`src/core_settings.svh`:
```
`ifndef CORE_SETTINGS_SVH
`define CORE_SETTINGS_SVH

// First instruction fetched after reset
`define CORE_RESET_VECTOR 32'hFF100000

// Data and address width
`define CORE_XLEN 32

// Integer register count, x0 included
`define CORE_NUM_REGS 32

`endif

```
`src/rv_isa_pkg.sv`:
```
`include "core_settings.svh"

package rv_isa_pkg;

    typedef logic [$clog2(`CORE_NUM_REGS)-1:0] reg_idx_t;

    // Major opcodes, instr[6:0]
    typedef enum logic [6:0] {
        OPC_LUI      = 7'b0110111,
        OPC_AUIPC    = 7'b0010111,
        OPC_JAL      = 7'b1101111,
        OPC_JALR     = 7'b1100111,
        OPC_BRANCH   = 7'b1100011,
        OPC_LOAD     = 7'b0000011,
        OPC_STORE    = 7'b0100011,
        OPC_OP_IMM   = 7'b0010011,
        OPC_OP       = 7'b0110011,
        OPC_MISC_MEM = 7'b0001111,
        OPC_SYSTEM   = 7'b1110011
    } opcode_e;

    // funct3 for OP and OP_IMM
    typedef enum logic [2:0] {
        ALU_ADD  = 3'b000,
        ALU_SLL  = 3'b001,
        ALU_SLT  = 3'b010,
        ALU_SLTU = 3'b011,
        ALU_XOR  = 3'b100,
        ALU_SR   = 3'b101,  // SRL or SRA by alt bit
        ALU_OR   = 3'b110,
        ALU_AND  = 3'b111
    } alu_op_e;

    typedef enum logic [2:0] {
        BR_BEQ  = 3'b000,
        BR_BNE  = 3'b001,
        BR_BLT  = 3'b100,
        BR_BGE  = 3'b101,
        BR_BLTU = 3'b110,
        BR_BGEU = 3'b111
    } branch_op_e;

    // Load/store access size
    typedef enum logic [2:0] {
        SZ_B  = 3'b000,
        SZ_H  = 3'b001,
        SZ_W  = 3'b010,
        SZ_BU = 3'b100,
        SZ_HU = 3'b101
    } mem_size_e;

    typedef struct packed {
        opcode_e                opcode;
        logic [2:0]             funct3;
        logic                   alt;     // funct7 bit 5
        reg_idx_t               rd;
        reg_idx_t               rs1;
        reg_idx_t               rs2;
        logic [`CORE_XLEN-1:0]  imm;     // Sign extended, format already chosen
    } decoded_instr_t;

endpackage

```
`src/core_pkg.sv`:
```
`include "core_settings.svh"

package core_pkg;

    // Control FSM states
    typedef enum logic [1:0] {
        FETCH  = 2'd0,
        EXEC   = 2'd1,
        MEM_RD = 2'd2,
        MEM_WR = 2'd3
    } ctrl_state_e;

    // Outgoing bus request, all fields registered
    typedef struct packed {
        logic [`CORE_XLEN-1:0]     addr;
        logic [`CORE_XLEN-1:0]     wrdata;
        logic [`CORE_XLEN/8-1:0]   bytesel;
        logic                      wren;
        logic                      strobe;
    } bus_req_t;

endpackage

```
`src/instr_decoder.sv`:
```
`timescale 1ns/100ps
`include "core_settings.svh"

module instr_decoder (
    input  logic [`CORE_XLEN-1:0]      instr,
    output rv_isa_pkg::decoded_instr_t dec
);
    import rv_isa_pkg::*;

    logic [`CORE_XLEN-1:0] imm_i;
    logic [`CORE_XLEN-1:0] imm_s;
    logic [`CORE_XLEN-1:0] imm_b;
    logic [`CORE_XLEN-1:0] imm_u;
    logic [`CORE_XLEN-1:0] imm_j;
    opcode_e               opcode;

    assign opcode = opcode_e'(instr[6:0]);

    ////////////////////////////////////////////////////////////
    // Immediates for each format
    ////////////////////////////////////////////////////////////
    assign imm_i = {{21{instr[31]}}, instr[30:20]};
    assign imm_s = {{21{instr[31]}}, instr[30:25], instr[11:7]};
    assign imm_b = {{20{instr[31]}}, instr[7], instr[30:25], instr[11:8], 1'b0};
    assign imm_u = {instr[31:12], 12'b0};
    assign imm_j = {{12{instr[31]}}, instr[19:12], instr[20], instr[30:21], 1'b0};

    always_comb begin
        dec.opcode = opcode;
        dec.funct3 = instr[14:12];
        dec.alt    = instr[30];
        dec.rd     = instr[11:7];
        dec.rs1    = instr[19:15];
        dec.rs2    = instr[24:20];

        // Pick the immediate by format
        case (opcode)
            OPC_LUI,
            OPC_AUIPC:  dec.imm = imm_u;
            OPC_JAL:    dec.imm = imm_j;
            OPC_BRANCH: dec.imm = imm_b;
            OPC_STORE:  dec.imm = imm_s;
            default:    dec.imm = imm_i;  // JALR, loads, OP_IMM and the rest
        endcase
    end

endmodule

```
`src/register_file.sv`:
```
`timescale 1ns/100ps
`include "core_settings.svh"

module register_file (
    input  logic                               clk,
    input  logic [$clog2(`CORE_NUM_REGS)-1:0]  rs1_idx,
    input  logic [$clog2(`CORE_NUM_REGS)-1:0]  rs2_idx,
    input  logic [$clog2(`CORE_NUM_REGS)-1:0]  rd_idx,
    input  logic                               rd_wr,
    input  logic [`CORE_XLEN-1:0]              rd_data,
    output logic [`CORE_XLEN-1:0]              rs1_data,
    output logic [`CORE_XLEN-1:0]              rs2_data
);

    logic [`CORE_XLEN-1:0] regs [`CORE_NUM_REGS];

    always_ff @(posedge clk) begin
        if (rd_wr && rd_idx != '0)  // x0 is never written
            regs[rd_idx] <= rd_data;
    end

    // Entry 0 is never written, so x0 reads back as a constant
    assign rs1_data = (rs1_idx == '0) ? '0 : regs[rs1_idx];
    assign rs2_data = (rs2_idx == '0) ? '0 : regs[rs2_idx];

    x0_reads_zero: assert property (@(posedge clk)
        (rs1_idx == '0 |-> rs1_data == '0) and (rs2_idx == '0 |-> rs2_data == '0));

endmodule

```
`src/alu.sv`:
```
`timescale 1ns/100ps
`include "core_settings.svh"

module alu (
    input  rv_isa_pkg::decoded_instr_t dec,
    input  logic [`CORE_XLEN-1:0]      rs1_data,
    input  logic [`CORE_XLEN-1:0]      rs2_data,
    output logic [`CORE_XLEN-1:0]      result,
    output logic                       take_branch
);
    import rv_isa_pkg::*;

    logic [`CORE_XLEN-1:0] op_b;
    logic [4:0]            shamt;
    logic [`CORE_XLEN:0]   diff;     // Extra bit is the unsigned borrow
    logic                  is_eq;
    logic                  is_lt;
    logic                  is_ltu;
    logic                  shr_fill;
    logic [`CORE_XLEN-1:0] shl1, shl2, shl4, shl8, shl16;
    logic [`CORE_XLEN-1:0] shr1, shr2, shr4, shr8, shr16;

    // Register operand for OP and BRANCH, immediate otherwise
    assign op_b  = (dec.opcode == OPC_OP || dec.opcode == OPC_BRANCH) ? rs2_data : dec.imm;
    assign shamt = (dec.opcode == OPC_OP_IMM) ? dec.imm[4:0] : rs2_data[4:0];

    assign diff   = {1'b0, rs1_data} - {1'b0, op_b};
    assign is_eq  = (diff[`CORE_XLEN-1:0] == '0);
    assign is_ltu = diff[`CORE_XLEN];
    assign is_lt  = (rs1_data[`CORE_XLEN-1] != op_b[`CORE_XLEN-1]) ?
                    rs1_data[`CORE_XLEN-1] : diff[`CORE_XLEN];

    ////////////////////////////////////////////////////////////
    // Barrel shifters, one stage per shamt bit
    ////////////////////////////////////////////////////////////
    assign shl1  = shamt[0] ? {rs1_data[30:0], 1'b0} : rs1_data;
    assign shl2  = shamt[1] ? {shl1[29:0], 2'b0}     : shl1;
    assign shl4  = shamt[2] ? {shl2[27:0], 4'b0}     : shl2;
    assign shl8  = shamt[3] ? {shl4[23:0], 8'b0}     : shl4;
    assign shl16 = shamt[4] ? {shl8[15:0], 16'b0}    : shl8;

    assign shr_fill = dec.alt & rs1_data[`CORE_XLEN-1];  // SRA
    assign shr1  = shamt[0] ? {shr_fill, rs1_data[31:1]}    : rs1_data;
    assign shr2  = shamt[1] ? {{2{shr_fill}}, shr1[31:2]}   : shr1;
    assign shr4  = shamt[2] ? {{4{shr_fill}}, shr2[31:4]}   : shr2;
    assign shr8  = shamt[3] ? {{8{shr_fill}}, shr4[31:8]}   : shr4;
    assign shr16 = shamt[4] ? {{16{shr_fill}}, shr8[31:16]} : shr8;

    always_comb begin
        case (alu_op_e'(dec.funct3))
            ALU_ADD:  result = (dec.opcode == OPC_OP && dec.alt) ?
                               diff[`CORE_XLEN-1:0] : rs1_data + op_b;
            ALU_SLL:  result = shl16;
            ALU_SLT:  result = {{(`CORE_XLEN-1){1'b0}}, is_lt};
            ALU_SLTU: result = {{(`CORE_XLEN-1){1'b0}}, is_ltu};
            ALU_XOR:  result = rs1_data ^ op_b;
            ALU_SR:   result = shr16;
            ALU_OR:   result = rs1_data | op_b;
            default:  result = rs1_data & op_b;  // AND
        endcase
    end

    // Branch decision
    always_comb begin
        case (branch_op_e'(dec.funct3))
            BR_BEQ:  take_branch = is_eq;
            BR_BNE:  take_branch = !is_eq;
            BR_BLT:  take_branch = is_lt;
            BR_BGE:  take_branch = !is_lt;
            BR_BLTU: take_branch = is_ltu;
            BR_BGEU: take_branch = !is_ltu;
            default: take_branch = 1'b0;
        endcase
        if (dec.opcode != OPC_BRANCH)
            take_branch = 1'b0;
    end

endmodule

```
`src/load_store_unit.sv`:
```
`timescale 1ns/100ps
`include "core_settings.svh"

module load_store_unit (
    input  rv_isa_pkg::decoded_instr_t dec,
    input  logic [`CORE_XLEN-1:0]      rs1_data,
    input  logic [`CORE_XLEN-1:0]      rs2_data,
    input  logic [`CORE_XLEN-1:0]      rddata,
    output logic [`CORE_XLEN-1:0]      addr,
    output logic [`CORE_XLEN-1:0]      wrdata,
    output logic [3:0]                 bytesel,
    output logic [`CORE_XLEN-1:0]      load_data
);
    import rv_isa_pkg::*;

    logic [`CORE_XLEN-1:0] lane;  // Read data moved down to byte 0
    mem_size_e             size;
    logic                  is_store;

    assign size     = mem_size_e'(dec.funct3);
    assign is_store = (dec.opcode == OPC_STORE);

    // Decoder already picked the I or S immediate
    assign addr = rs1_data + dec.imm;

    ////////////////////////////////////////////////////////////
    // Store side
    ////////////////////////////////////////////////////////////
    always_comb begin
        case (dec.funct3[1:0])
            2'b00:   wrdata = {4{rs2_data[7:0]}};
            2'b01:   wrdata = {2{rs2_data[15:0]}};
            default: wrdata = rs2_data;
        endcase

        if (!is_store)
            bytesel = 4'b1111;  // Loads read the whole word
        else if (dec.funct3[1:0] == 2'b00)
            bytesel = 4'b0001 << addr[1:0];
        else if (dec.funct3[1:0] == 2'b01)
            bytesel = addr[1] ? 4'b1100 : 4'b0011;
        else
            bytesel = 4'b1111;
    end

    ////////////////////////////////////////////////////////////
    // Load side
    ////////////////////////////////////////////////////////////
    assign lane = rddata >> {addr[1:0], 3'b000};

    always_comb begin
        case (size)
            SZ_B:    load_data = {{24{lane[7]}}, lane[7:0]};
            SZ_H:    load_data = {{16{lane[15]}}, lane[15:0]};
            SZ_BU:   load_data = {24'b0, lane[7:0]};
            SZ_HU:   load_data = {16'b0, lane[15:0]};
            default: load_data = rddata;  // LW
        endcase
    end

    // Halfword stores only ever touch one half of the word
    half_lanes: assert final (!(is_store && size == SZ_H) ||
                              bytesel == 4'b0011 || bytesel == 4'b1100);

endmodule

```
`src/cpu_control.sv`:
```
`timescale 1ns/100ps
`include "core_settings.svh"

module cpu_control (
    input  logic                       clk,
    input  logic                       reset,
    input  rv_isa_pkg::decoded_instr_t dec,
    input  logic [`CORE_XLEN-1:0]      alu_result,
    input  logic                       take_branch,
    input  logic [`CORE_XLEN-1:0]      lsu_addr,
    input  logic [`CORE_XLEN-1:0]      lsu_wrdata,
    input  logic [3:0]                 lsu_bytesel,
    input  logic [`CORE_XLEN-1:0]      load_data,
    input  logic                       bus_wait,
    input  logic [`CORE_XLEN-1:0]      bus_rddata,
    output logic [`CORE_XLEN-1:0]      instr,
    output logic                       rd_wr,
    output logic [`CORE_XLEN-1:0]      rd_data,
    output core_pkg::bus_req_t         bus_req
);
    import rv_isa_pkg::*;
    import core_pkg::*;

    ctrl_state_e           state, state_next;
    logic [`CORE_XLEN-1:0] pc, pc_next;
    logic [`CORE_XLEN-1:0] instr_next;
    bus_req_t              req_next;
    logic [`CORE_XLEN-1:0] pc_plus4;
    logic [`CORE_XLEN-1:0] pc_plus_imm;
    logic [`CORE_XLEN-1:0] target;
    logic                  is_mem;
    logic                  writes_rd;

    // Word-aligned fetch request, write data left as it was
    function automatic bus_req_t fetch_req(input logic [`CORE_XLEN-1:0] fetch_addr,
                                           input bus_req_t cur);
        bus_req_t r;
        r         = cur;
        r.addr    = {fetch_addr[`CORE_XLEN-1:2], 2'b00};
        r.bytesel = 4'b1111;
        r.wren    = 1'b0;
        r.strobe  = 1'b1;
        return r;
    endfunction

    assign pc_plus4    = pc + `CORE_XLEN'd4;
    assign pc_plus_imm = pc + dec.imm;  // J, B or U immediate by opcode
    assign is_mem      = (dec.opcode == OPC_LOAD || dec.opcode == OPC_STORE);
    assign writes_rd   = dec.opcode inside {OPC_LUI, OPC_AUIPC, OPC_JAL, OPC_JALR,
                                            OPC_OP, OPC_OP_IMM};

    always_comb begin
        if (dec.opcode == OPC_JALR)
            target = alu_result;                   // rs1 + imm from the adder
        else if (dec.opcode == OPC_JAL || take_branch)
            target = pc_plus_imm;
        else
            target = pc_plus4;                     // Also FENCE, SYSTEM, unknown
    end

    ////////////////////////////////////////////////////////////
    // Write-back select
    ////////////////////////////////////////////////////////////
    always_comb begin
        case (dec.opcode)
            OPC_LUI:            rd_data = dec.imm;
            OPC_AUIPC:          rd_data = pc_plus_imm;
            OPC_JAL, OPC_JALR:  rd_data = pc_plus4;  // Link address
            OPC_LOAD:           rd_data = load_data;
            default:            rd_data = alu_result;
        endcase
    end

    ////////////////////////////////////////////////////////////
    // State machine
    ////////////////////////////////////////////////////////////
    always_comb begin
        state_next = state;
        pc_next    = pc;
        instr_next = instr;
        req_next   = bus_req;
        rd_wr      = 1'b0;

        case (state)
            FETCH: begin
                if (!bus_wait) begin
                    instr_next      = bus_rddata;
                    req_next.strobe = 1'b0;  // Bus idle during EXEC
                    state_next      = EXEC;
                end
            end
            EXEC: begin
                if (is_mem) begin
                    req_next.addr    = lsu_addr;
                    req_next.wrdata  = lsu_wrdata;
                    req_next.bytesel = lsu_bytesel;
                    req_next.wren    = (dec.opcode == OPC_STORE);
                    req_next.strobe  = 1'b1;
                    state_next       = (dec.opcode == OPC_STORE) ? MEM_WR : MEM_RD;
                end else begin
                    rd_wr      = writes_rd;
                    pc_next    = {target[`CORE_XLEN-1:2], 2'b00};
                    req_next   = fetch_req(target, bus_req);
                    state_next = FETCH;
                end
            end
            default: begin  // MEM_RD, MEM_WR
                if (!bus_wait) begin
                    rd_wr      = (state == MEM_RD);  // Load data valid this cycle
                    pc_next    = pc_plus4;
                    req_next   = fetch_req(pc_plus4, bus_req);
                    state_next = FETCH;
                end
            end
        endcase
    end

    always_ff @(posedge clk or posedge reset) begin
        if (reset) begin
            state           <= FETCH;
            pc              <= `CORE_RESET_VECTOR;
            instr           <= '0;
            bus_req.addr    <= `CORE_RESET_VECTOR;
            bus_req.wrdata  <= '0;
            bus_req.bytesel <= 4'b1111;
            bus_req.wren    <= 1'b0;
            bus_req.strobe  <= 1'b1;       // First fetch opens straight out of reset
        end else begin
            state   <= state_next;
            pc      <= pc_next;
            instr   <= instr_next;
            bus_req <= req_next;
        end
    end

    // Back-pressure holds the request as it is
    req_hold: assert property (@(posedge clk) disable iff (reset)
        bus_req.strobe && bus_wait |=> $stable(bus_req));

    wren_in_store: assert property (@(posedge clk) disable iff (reset)
        bus_req.wren |-> state == MEM_WR);

endmodule

```
`src/cpu_top.sv`:
```
`timescale 1ns/100ps
`include "core_settings.svh"

module cpu_top (
    input  logic                  clk,
    input  logic                  reset,
    output core_pkg::bus_req_t    bus_req,
    input  logic                  bus_wait,
    input  logic [`CORE_XLEN-1:0] bus_rddata
);
    import rv_isa_pkg::*;

    decoded_instr_t        dec;
    logic [`CORE_XLEN-1:0] instr;
    logic [`CORE_XLEN-1:0] rs1_data, rs2_data;
    logic [`CORE_XLEN-1:0] rd_data;
    logic                  rd_wr;
    logic [`CORE_XLEN-1:0] alu_result;
    logic                  take_branch;
    logic [`CORE_XLEN-1:0] lsu_addr, lsu_wrdata, load_data;
    logic [3:0]            lsu_bytesel;

    ////////////////////////////////////////////////////////////
    // Datapath units
    ////////////////////////////////////////////////////////////
    instr_decoder u_decoder (.instr(instr), .dec(dec));

    register_file u_regs (
        .clk(clk), .rs1_idx(dec.rs1), .rs2_idx(dec.rs2), .rd_idx(dec.rd),
        .rd_wr(rd_wr), .rd_data(rd_data), .rs1_data(rs1_data), .rs2_data(rs2_data)
    );

    alu u_alu (
        .dec(dec), .rs1_data(rs1_data), .rs2_data(rs2_data),
        .result(alu_result), .take_branch(take_branch)
    );

    load_store_unit u_lsu (
        .dec(dec), .rs1_data(rs1_data), .rs2_data(rs2_data), .rddata(bus_rddata),
        .addr(lsu_addr), .wrdata(lsu_wrdata), .bytesel(lsu_bytesel), .load_data(load_data)
    );

    // Sequencing and the bus registers
    cpu_control u_control (
        .clk(clk), .reset(reset), .dec(dec),
        .alu_result(alu_result), .take_branch(take_branch),
        .lsu_addr(lsu_addr), .lsu_wrdata(lsu_wrdata), .lsu_bytesel(lsu_bytesel),
        .load_data(load_data), .bus_wait(bus_wait), .bus_rddata(bus_rddata),
        .instr(instr), .rd_wr(rd_wr), .rd_data(rd_data), .bus_req(bus_req)
    );

endmodule

```
`config.mk`:
```
export PLATFORM = sky130hd
export DESIGN_NAME = cpu_top
export DESIGN_NICKNAME = d
export VERILOG_FILES = /design/src/rv_isa_pkg.sv /design/src/core_pkg.sv /design/src/instr_decoder.sv /design/src/register_file.sv /design/src/alu.sv /design/src/load_store_unit.sv /design/src/cpu_control.sv /design/src/cpu_top.sv
export VERILOG_INCLUDE_DIRS = /design/src /design/src/src
export SDC_FILE = /design/constraint.sdc
export NUM_CORES = 2
export LEC_CHECK = 0
export BUFFER_PORTS_ARGS = -buffer_cell sky130_fd_sc_hd__buf_2
export CELL_PAD_IN_SITES_DETAIL_PLACEMENT = 1
export CELL_PAD_IN_SITES_GLOBAL_PLACEMENT = 1
export CORE_UTILIZATION = 33
export CTS_BUF_LIST = sky130_fd_sc_hd__clkbuf_16
export DETAILED_ROUTE_END_ITERATION = 16
export PLACE_DENSITY = 0.53
export SLEW_MARGIN = 0
export SYNTH_ARGS = -nofsm -noshare
export SYNTH_HDL_FRONTEND = slang
export SYNTH_SLANG_ARGS = --single-unit
```
`constraint.sdc`:
```
create_clock -name clk -period 10.05 [get_ports clk]
set_input_delay 0.5025 -clock clk [delete_from_list [all_inputs] [get_ports clk]]
set_output_delay 0.5025 -clock clk [all_outputs]
set_load 0.01 [all_outputs]
```
After elaboration in Yosys (flattened, before gate mapping)
Memory sizes are Yosys's and may differ from the RTL's.
Index checks and enable logic that the tools add are counted.
Storage, ports and cells
  register bits after elaboration: 136
  bits in writable memories: 1024
  input port bits: 35
  output and inout bits: 70
  memories: 1
Memory list
  u_regs.regs: words 32, bits a word 32, rd ports 2, clocked after Yosys merged registers in 0, wr ports 1, line register_file.sv:15  | logic [`CORE_XLEN-1:0] regs [`CORE_NUM_REGS];
Operators by class
  $add $sub $neg: 5
  equality and inequality tests: 24
  shift operators: 2
  multiplexer cells: 47
  bitwise gates (word level): 6
  reduce and logical (&&, ||, !) cells: 23
Operator list (number)
  $mux W32: 18
  $pmux W32 S4: 2
  $pmux W32 S7: 1
  $mux W70: 2
  $pmux W69 S2: 1
  $pmux W32 S2: 2
  $pmux W31 S4: 1
  $add A32 B32 Y32: 3
  $sub A32 B32 Y33: 1
  $add A32 B3 Y32 const B: 1
  $and A32 B32 Y32: 1
  $logic_not A32 Y1: 1
  $or A32 B32 Y32: 1
  $shr A32 B5 Y16: 1
  $xor A32 B32 Y32: 1
  $eq A7 B6 Y1 const B: 3
  $eq A7 B7 Y1 const B: 3
  $mux W4: 4
  $eq A7 B5 Y1 const B: 2
  $eq A3 B3 Y1 const B: 4
  $logic_not A5 Y1: 2
  $mux W1: 8
  $eq A7 B2 Y1 const B: 1
  $ne A7 B7 Y1 const B: 1
  other kinds (25): 42

Longest topological paths before layout
  word-level depth: 14
  depth in mapped cells: 34
  mapped depth without buffers: 24

Hierarchy
Synthesis repeated with hierarchy kept, for this count alone.
Unflattened totals
  cells, all modules: 5828
  area total of the unflattened synthesis: 71323.4 sq um
Modules (own cells, without submodules)
  register_file: instances 1, cells each 2564, area an instance 47929.7 sq um, sequential area each 30749.5 sq um
  alu: instances 1, cells each 1527, area an instance 10228.6 sq um, sequential area each 0.0 sq um
  cpu_control: instances 1, cells each 1193, area an instance 9713.1 sq um, sequential area each 3382.0 sq um
  load_store_unit: instances 1, cells each 454, area an instance 2844.0 sq um, sequential area each 0.0 sq um
  instr_decoder: instances 1, cells each 90, area an instance 608.1 sq um, sequential area each 0.0 sq um

Least setup slack after synthesis
Ideal clock, no wire load.
  path kind: register to register
  start point: register u_control.instr[20]
  end point: memory u_regs.regs[0][31] in the netlist's numbering (data pin)
  library setup time: 396 ps
  arrival: 7047 ps
  data required time: 9654 ps
  setup slack: 2607 ps
  stages on the path, launching flop included: 28
  path buffers: 8
  period minus slack after synthesis: 7443 ps
  cell sequence: dfrtp_1 -> buf_4 -> buf_4 -> buf_4 -> buf_4 -> buf_2 -> buf_1 -> mux4_2 -> mux4_2 -> o211ai_1 -> nor2_1 -> o21bai_1 -> ha_1 -> clkbuf_1 -> clkbuf_1 -> nand2_1 -> o21ai_0 -> a31o_2 -> a21oi_1 -> o21ai_0 -> a2111oi_0 -> nor2_1 -> a21oi_1 -> mux2i_1 -> a21oi_1 -> nand3_1 -> o21ai_0 -> a32oi_1
Between the ends
  cells in the longest elaborated chain, start to end: 10
  elaborated cells between the ends (all ways): 28
  classes of those cells: add/sub (4); shift (1); mux (18); bitwise (3); reduce/logical (1); memory (1)
Ends and longest elaborated chain
  from (decl): line cpu_control.sv:16  | output logic [`CORE_XLEN-1:0] instr,
  from (signal assigned): line cpu_control.sv:131  | instr <= instr_next;
  branches (longest 9 deep; another with $mem_v2 Z32 W32)
  $pmux W32 S4 (*): line cpu_control.sv:65  | case (dec.opcode)
  via rd_data[31]: line cpu_top.sv:16  | logic [`CORE_XLEN-1:0] rd_data;
  to (decl): line register_file.sv:15
Mark *: on every way through the listed nets, which the timed path passes.

Worst setup path after layout
  start point: register u_control.instr[23]
  end point: register u_control.bus_req[57] (netlist name)
Between the ends
  cells in the longest elaborated chain, start to end: 13
  elaborated cells between the ends (all ways): 38
  classes of those cells: add/sub (4); eq/ne (1); mux (23); bitwise (3); reduce/logical (6); memory (1)
Ends and longest elaborated chain
  $mem_v2 Z32 W32 / $logic_not A5 Y1 (equally long branches)
  $mux W32: line register_file.sv:24  | assign rs2_data = (rs2_idx == '0) ? '0 : regs[rs2_idx];
  $mux W32: line alu.sv:24  | assign op_b = (dec.opcode == OPC_OP || dec.opcode == OPC_BRANCH) ? rs2_data : dec.imm;
  $sub A32 B32 Y33 / $ne A1 B1 Y1 (equally long branches): line alu.sv:27, alu.sv:30
  $logic_not A32 Y1 / $mux W1 (equally long branches): line alu.sv:28, alu.sv:30
  $logic_not A1 Y1, on equally long branches: line alu.sv:67, alu.sv:69
  $pmux W1 S6: line alu.sv:65  | case (branch_op_e'(dec.funct3))
  $mux W1: line alu.sv:74  | if (dec.opcode != OPC_BRANCH)
  $logic_or A1 B1 Y1: line cpu_control.sv:55  | else if (dec.opcode == OPC_JAL || take_branch)
  $mux W32: line cpu_control.sv:55
  $mux W32: line cpu_control.sv:53  | if (dec.opcode == OPC_JALR)
  $mux W70 (*): line cpu_control.sv:93  | if (is_mem) begin
  $pmux W69 S2 (*): line cpu_control.sv:84  | case (state)
Every way passes the cells marked *; elsewhere a longest branch is shown, timed or not. The select of a mux whose other input is x is not followed.
A chain may end at the register's enable or synchronous reset.

==> flow_summary.rst <==
.. list-table::
   :header-rows: 1

   * - Metric
     - Value
   * - Critical Path End Type
     - flip-flop
   * - Half-perimeter wire length after detailed placement
     - 241000 um
   * - Share of layout cells above drive strength 1
     - 21.8%
   * - Latest clock arrival within the worst-skew pair
     - 0.86 ns
   * - Layout overhead on the synthesized area
     - 13.8%
   * - Path type of the worst min-delay path
     - input pin to flip-flop
   * - Hold path depth
     - 2
   * - Top fanout value on the critical path
     - 23
   * - Clock buffer count from CTS
     - 135
   * - Most common flop cell mapped by yosys
     - sky130_fd_sc_hd__edfxtp_1
   * - Endpoint of the worst hold path
     - u_control.instr[10]
   * - Pin count of the biggest net entering global routing
     - 116
   * - Reg-to-reg endpoint
     - u_control.bus_req[57]
   * - 1st-iter DRT viols
     - 6619
   * - Max-slew violations
     - 0
   * - Core region area
     - 210000 um2
   * - Number of nets still failing antenna checks after routing
     - 0
   * - TritonCTS clock tree
     - built
   * - Number of antenna violations at the first check in global routing
     - 16
   * - Data required time of the critical path
     - 10.80 ns
   * - Sum of negative setup slack
     - 0 ns
   * - Worst Hold Slack
     - 0.0428 ns
   * - Number of enable-type register cells in the synthesized netlist
     - 1024
   * - Critical R2R Launch
     - u_control.instr[23]
   * - Number of non-filler instances in the completed layout
     - 8818
   * - Total via count after detailed routing
     - 56.7k
   * - Critical Path Start Type
     - flip-flop
   * - Final Cycle Share
     - 96.7%
   * - Routed wire length
     - 348000 um
   * - Synth top area share
     - 43.9%
   * - Avg Inst Size Synth
     - 12.2 um2
   * - Kind of critical path
     - flip-flop to flip-flop
   * - DR pass1 iterations
     - 6
   * - Gp weighted congestion
     - 1.04
   * - Sequential element share of the synthesized area
     - 48.7%
   * - Arr. time, crit path
     - 10.47 ns
   * - PortBufs
     - 104
   * - Number of vias per cell
     - 6.43
   * - Ranking of synthesized cells by area
     - sky130_fd_sc_hd__edfxtp_1 44%, sky130_fd_sc_hd__mux4_2 13%, sky130_fd_sc_hd__mux2i_1 4.0%
   * - Number of design rule violations left after detail routing
     - 0
   * - Distinct cell type count after synthesis
     - 102
   * - Net count of the finished layout
     - 6090
   * - Launch instance of the worst min-delay path
     - bus_rddata[10]
   * - Master cell of the clock root buffer
     - sky130_fd_sc_hd__clkbuf_16
   * - Reg clk slew, reported paths
     - 0.06 ns
   * - Inst Count DP
     - 8544
   * - Peak clock frequency supported by timing
     - 0.103 GHz
   * - Total overflow reported by the global router
     - 0
   * - CTS H-tree lvls
     - 4
   * - Setup repair after global routing missed its margin
     - false
   * - Post-CTS Resized
     - 0
   * - Count of cells along the worst register-to-register path
     - 19
   * - Total of max-cap violations
     - 0
   * - Share of synthesized flip-flops with an asynchronous set or reset
     - 11.6%
   * - Total met2 wirelength after detailed routing
     - 159000 um
   * - Starting density of the core
     - 33.3%
   * - Highest layer used for signal routing
     - met5
   * - Overall die width
     - 463 um
   * - Post-layout min period
     - 9.72 ns
   * - Most used cells in the layout excluding fill and tap cells
     - 1024 x sky130_fd_sc_hd__edfxtp_1, 420 x sky130_fd_sc_hd__mux4_2, 405 x sky130_fd_sc_hd__nand2_1, 386 x sky130_fd_sc_hd__nor2_1, 350 x sky130_fd_sc_hd__a21oi_1
   * - Routed length per placed instance
     - 39.4 um
   * - Hold violation count in the final report
     - 0
   * - Reg2Reg Setup Slack
     - 0.33 ns
   * - Die area
     - 214000 um2
   * - Sum of routed wire segments on met1
     - 141000 um
   * - Synthesized area
     - 70100 um2
   * - First-pass GRT wire length
     - 478000 um
   * - Metal3 WL
     - 25800 um
   * - Top Ports
     - 105
   * - Count of clock tree sinks
     - 1158
   * - Status
     - finished clean
   * - Synth Instances
     - 5738
   * - All-layer global routing usage
     - 31.8%
   * - Maximum count of clock buffers along a single path
     - 3
   * - Die H
     - 463 um
   * - Worst slew pin tran
     - 1.47 ns
   * - Slew Limit Headroom
     - 1.74%
   * - Flops & latches, synth
     - 1158
   * - Row cnt
     - 168
   * - Yosys Warn Count
     - 0
   * - Count of endpoints failing setup in the final report
     - 0
   * - Commonest non-fill, non-tap cell in the layout
     - sky130_fd_sc_hd__edfxtp_1
   * - Cell type with the highest aggregate area in the netlist
     - sky130_fd_sc_hd__edfxtp_1
   * - Number of global-route vias before repair
     - 57.0k
   * - Clock skew after layout
     - 0.0731 ns
[worst max-delay path: stages, from the launching register on]
cell and delay [ns]:
sky130_fd_sc_hd__dfrtp_4 0.75, sky130_fd_sc_hd__or3_2 0.79, sky130_fd_sc_hd__or3_1 0.86, sky130_fd_sc_hd__o211ai_1 0.67
sky130_fd_sc_hd__o21ai_0 0.75, sky130_fd_sc_hd__ha_1 0.61, sky130_fd_sc_hd__nor4_1 0.89, sky130_fd_sc_hd__and4b_1 0.33
sky130_fd_sc_hd__o31a_1 0.27, sky130_fd_sc_hd__nor4_2 0.14, sky130_fd_sc_hd__nor2_1 0.54, sky130_fd_sc_hd__o211ai_1 0.24
sky130_fd_sc_hd__nor4_1 0.58, sky130_fd_sc_hd__and4_1 0.40, sky130_fd_sc_hd__and3_1 0.23, sky130_fd_sc_hd__o31a_2 0.40
sky130_fd_sc_hd__buf_4 0.35, sky130_fd_sc_hd__mux2_2 0.37, sky130_fd_sc_hd__mux2_2 0.28, sky130_fd_sc_hd__o22ai_1 0.16
[sequential cells by signal, indices dropped and copies added, names as in the netlist]
register and count:
u_control.instr 32, u_control.state 2, u_regs.regs 1024, u_control.bus_req 70, u_control.pc 30
[how the worst max path moves through the flow]
stage               cells past startpoint  slack (ns)                 from               endpoint
global placement                       19        0.59  u_control.instr[23]       u_control.pc[13]
floorplan                              27        2.61  u_control.instr[20]     u_regs.regs[0][31]
detailed placement                     19        0.65  u_control.instr[23]  u_control.bus_req[57]
finish                                 19        0.33  u_control.instr[23]  u_control.bus_req[57]
CTS                                    19        0.62  u_control.instr[23]  u_control.bus_req[57]
global route                           20        0.31  u_control.instr[20]  u_control.bus_req[57]
[kinds of logic (layout without fill, tap and decap cells)]
| kind of cell | after synthesis | in the layout | share of synthesized area, % |
|---|---|---|---|
| AOI/OAI and AO/OA | 1543 | 1543 | 14.8 |
| and+or+nand+nor | 1368 | 1368 | 9.08 |
| DFF | 1158 | 1158 | 48.7 |
| muxes | 827 | 827 | 19.5 |
| buffers and inverters | 567 | 802 | 3.59 |
| adders and majority gates | 161 | 161 | 2.91 |
| xor gates and xnor gates | 113 | 113 | 1.41 |
| other | 1 | 41 | 0.00535 |
[cell type report]
type / instances / area [um2]
diodes: 8 / 20.0
clock buffers: 135 / 3380
clock inverters: 113 / 976
fillers: 22271 / 131000
inverters: 138 / 523
multi-input cells: 4045 / 34100
flip-flops and latches: 1158 / 34200
well taps: 2805 / 3510
repair buffers: 416 / 3080
[layer usage]
| layer | vias to the layer above | track usage [%] |
|---|---|---|
| met5 | - | 0 |
| met4 | 10 | 17.3 |
| met3 | 724 | 5.41 |
| met2 | 2873 | 50.4 |
| met1 | 30020 | 41.4 |
| li1 | 23038 | - |
[through the flow]
stage	area, um2	worst slack [ns]	utilization, %
after floorplan	70200	2.61	-
after global placement	75200	0.588	35.7
after detailed placement	75200	0.655	35.7
after CTS	79700	0.619	37.9
after global routing	79700	0.311	37.9
final	79700	0.332	37.9
[synthesized netlist by cell type (46+ instances only)]
cell                       count
sky130_fd_sc_hd__edfxtp_1   1024
sky130_fd_sc_hd__nor2_1      423
sky130_fd_sc_hd__mux4_2      420
sky130_fd_sc_hd__nand2_1     407
sky130_fd_sc_hd__a21oi_1     362
sky130_fd_sc_hd__o21ai_0     295
sky130_fd_sc_hd__mux2i_1     283
sky130_fd_sc_hd__clkbuf_1    252
sky130_fd_sc_hd__ha_1        158
sky130_fd_sc_hd__inv_1       133
sky130_fd_sc_hd__mux2_2      123
sky130_fd_sc_hd__dfrtp_1     111
sky130_fd_sc_hd__nor3_1      108
sky130_fd_sc_hd__nand3_1     107
sky130_fd_sc_hd__o22ai_1      86
sky130_fd_sc_hd__a22oi_1      82
sky130_fd_sc_hd__buf_2        80
sky130_fd_sc_hd__a21o_1       76
sky130_fd_sc_hd__xnor2_1      72
sky130_fd_sc_hd__a221oi_1     67
sky130_fd_sc_hd__nor2b_1      55
sky130_fd_sc_hd__o211ai_1     54
sky130_fd_sc_hd__a31oi_1      50
sky130_fd_sc_hd__o221ai_1     46
[repair_timing]
| action | in CTS | in global routing |
|---|---|---|
| hold buffers | 18 | 0 |
| endpoints found under the hold margin | 48 | 0 |
| setup buffers | 0 | 0 |
Power is not shown: default switching activity piles up to over one toggle a cycle in this logic, so the estimate is an artifact.
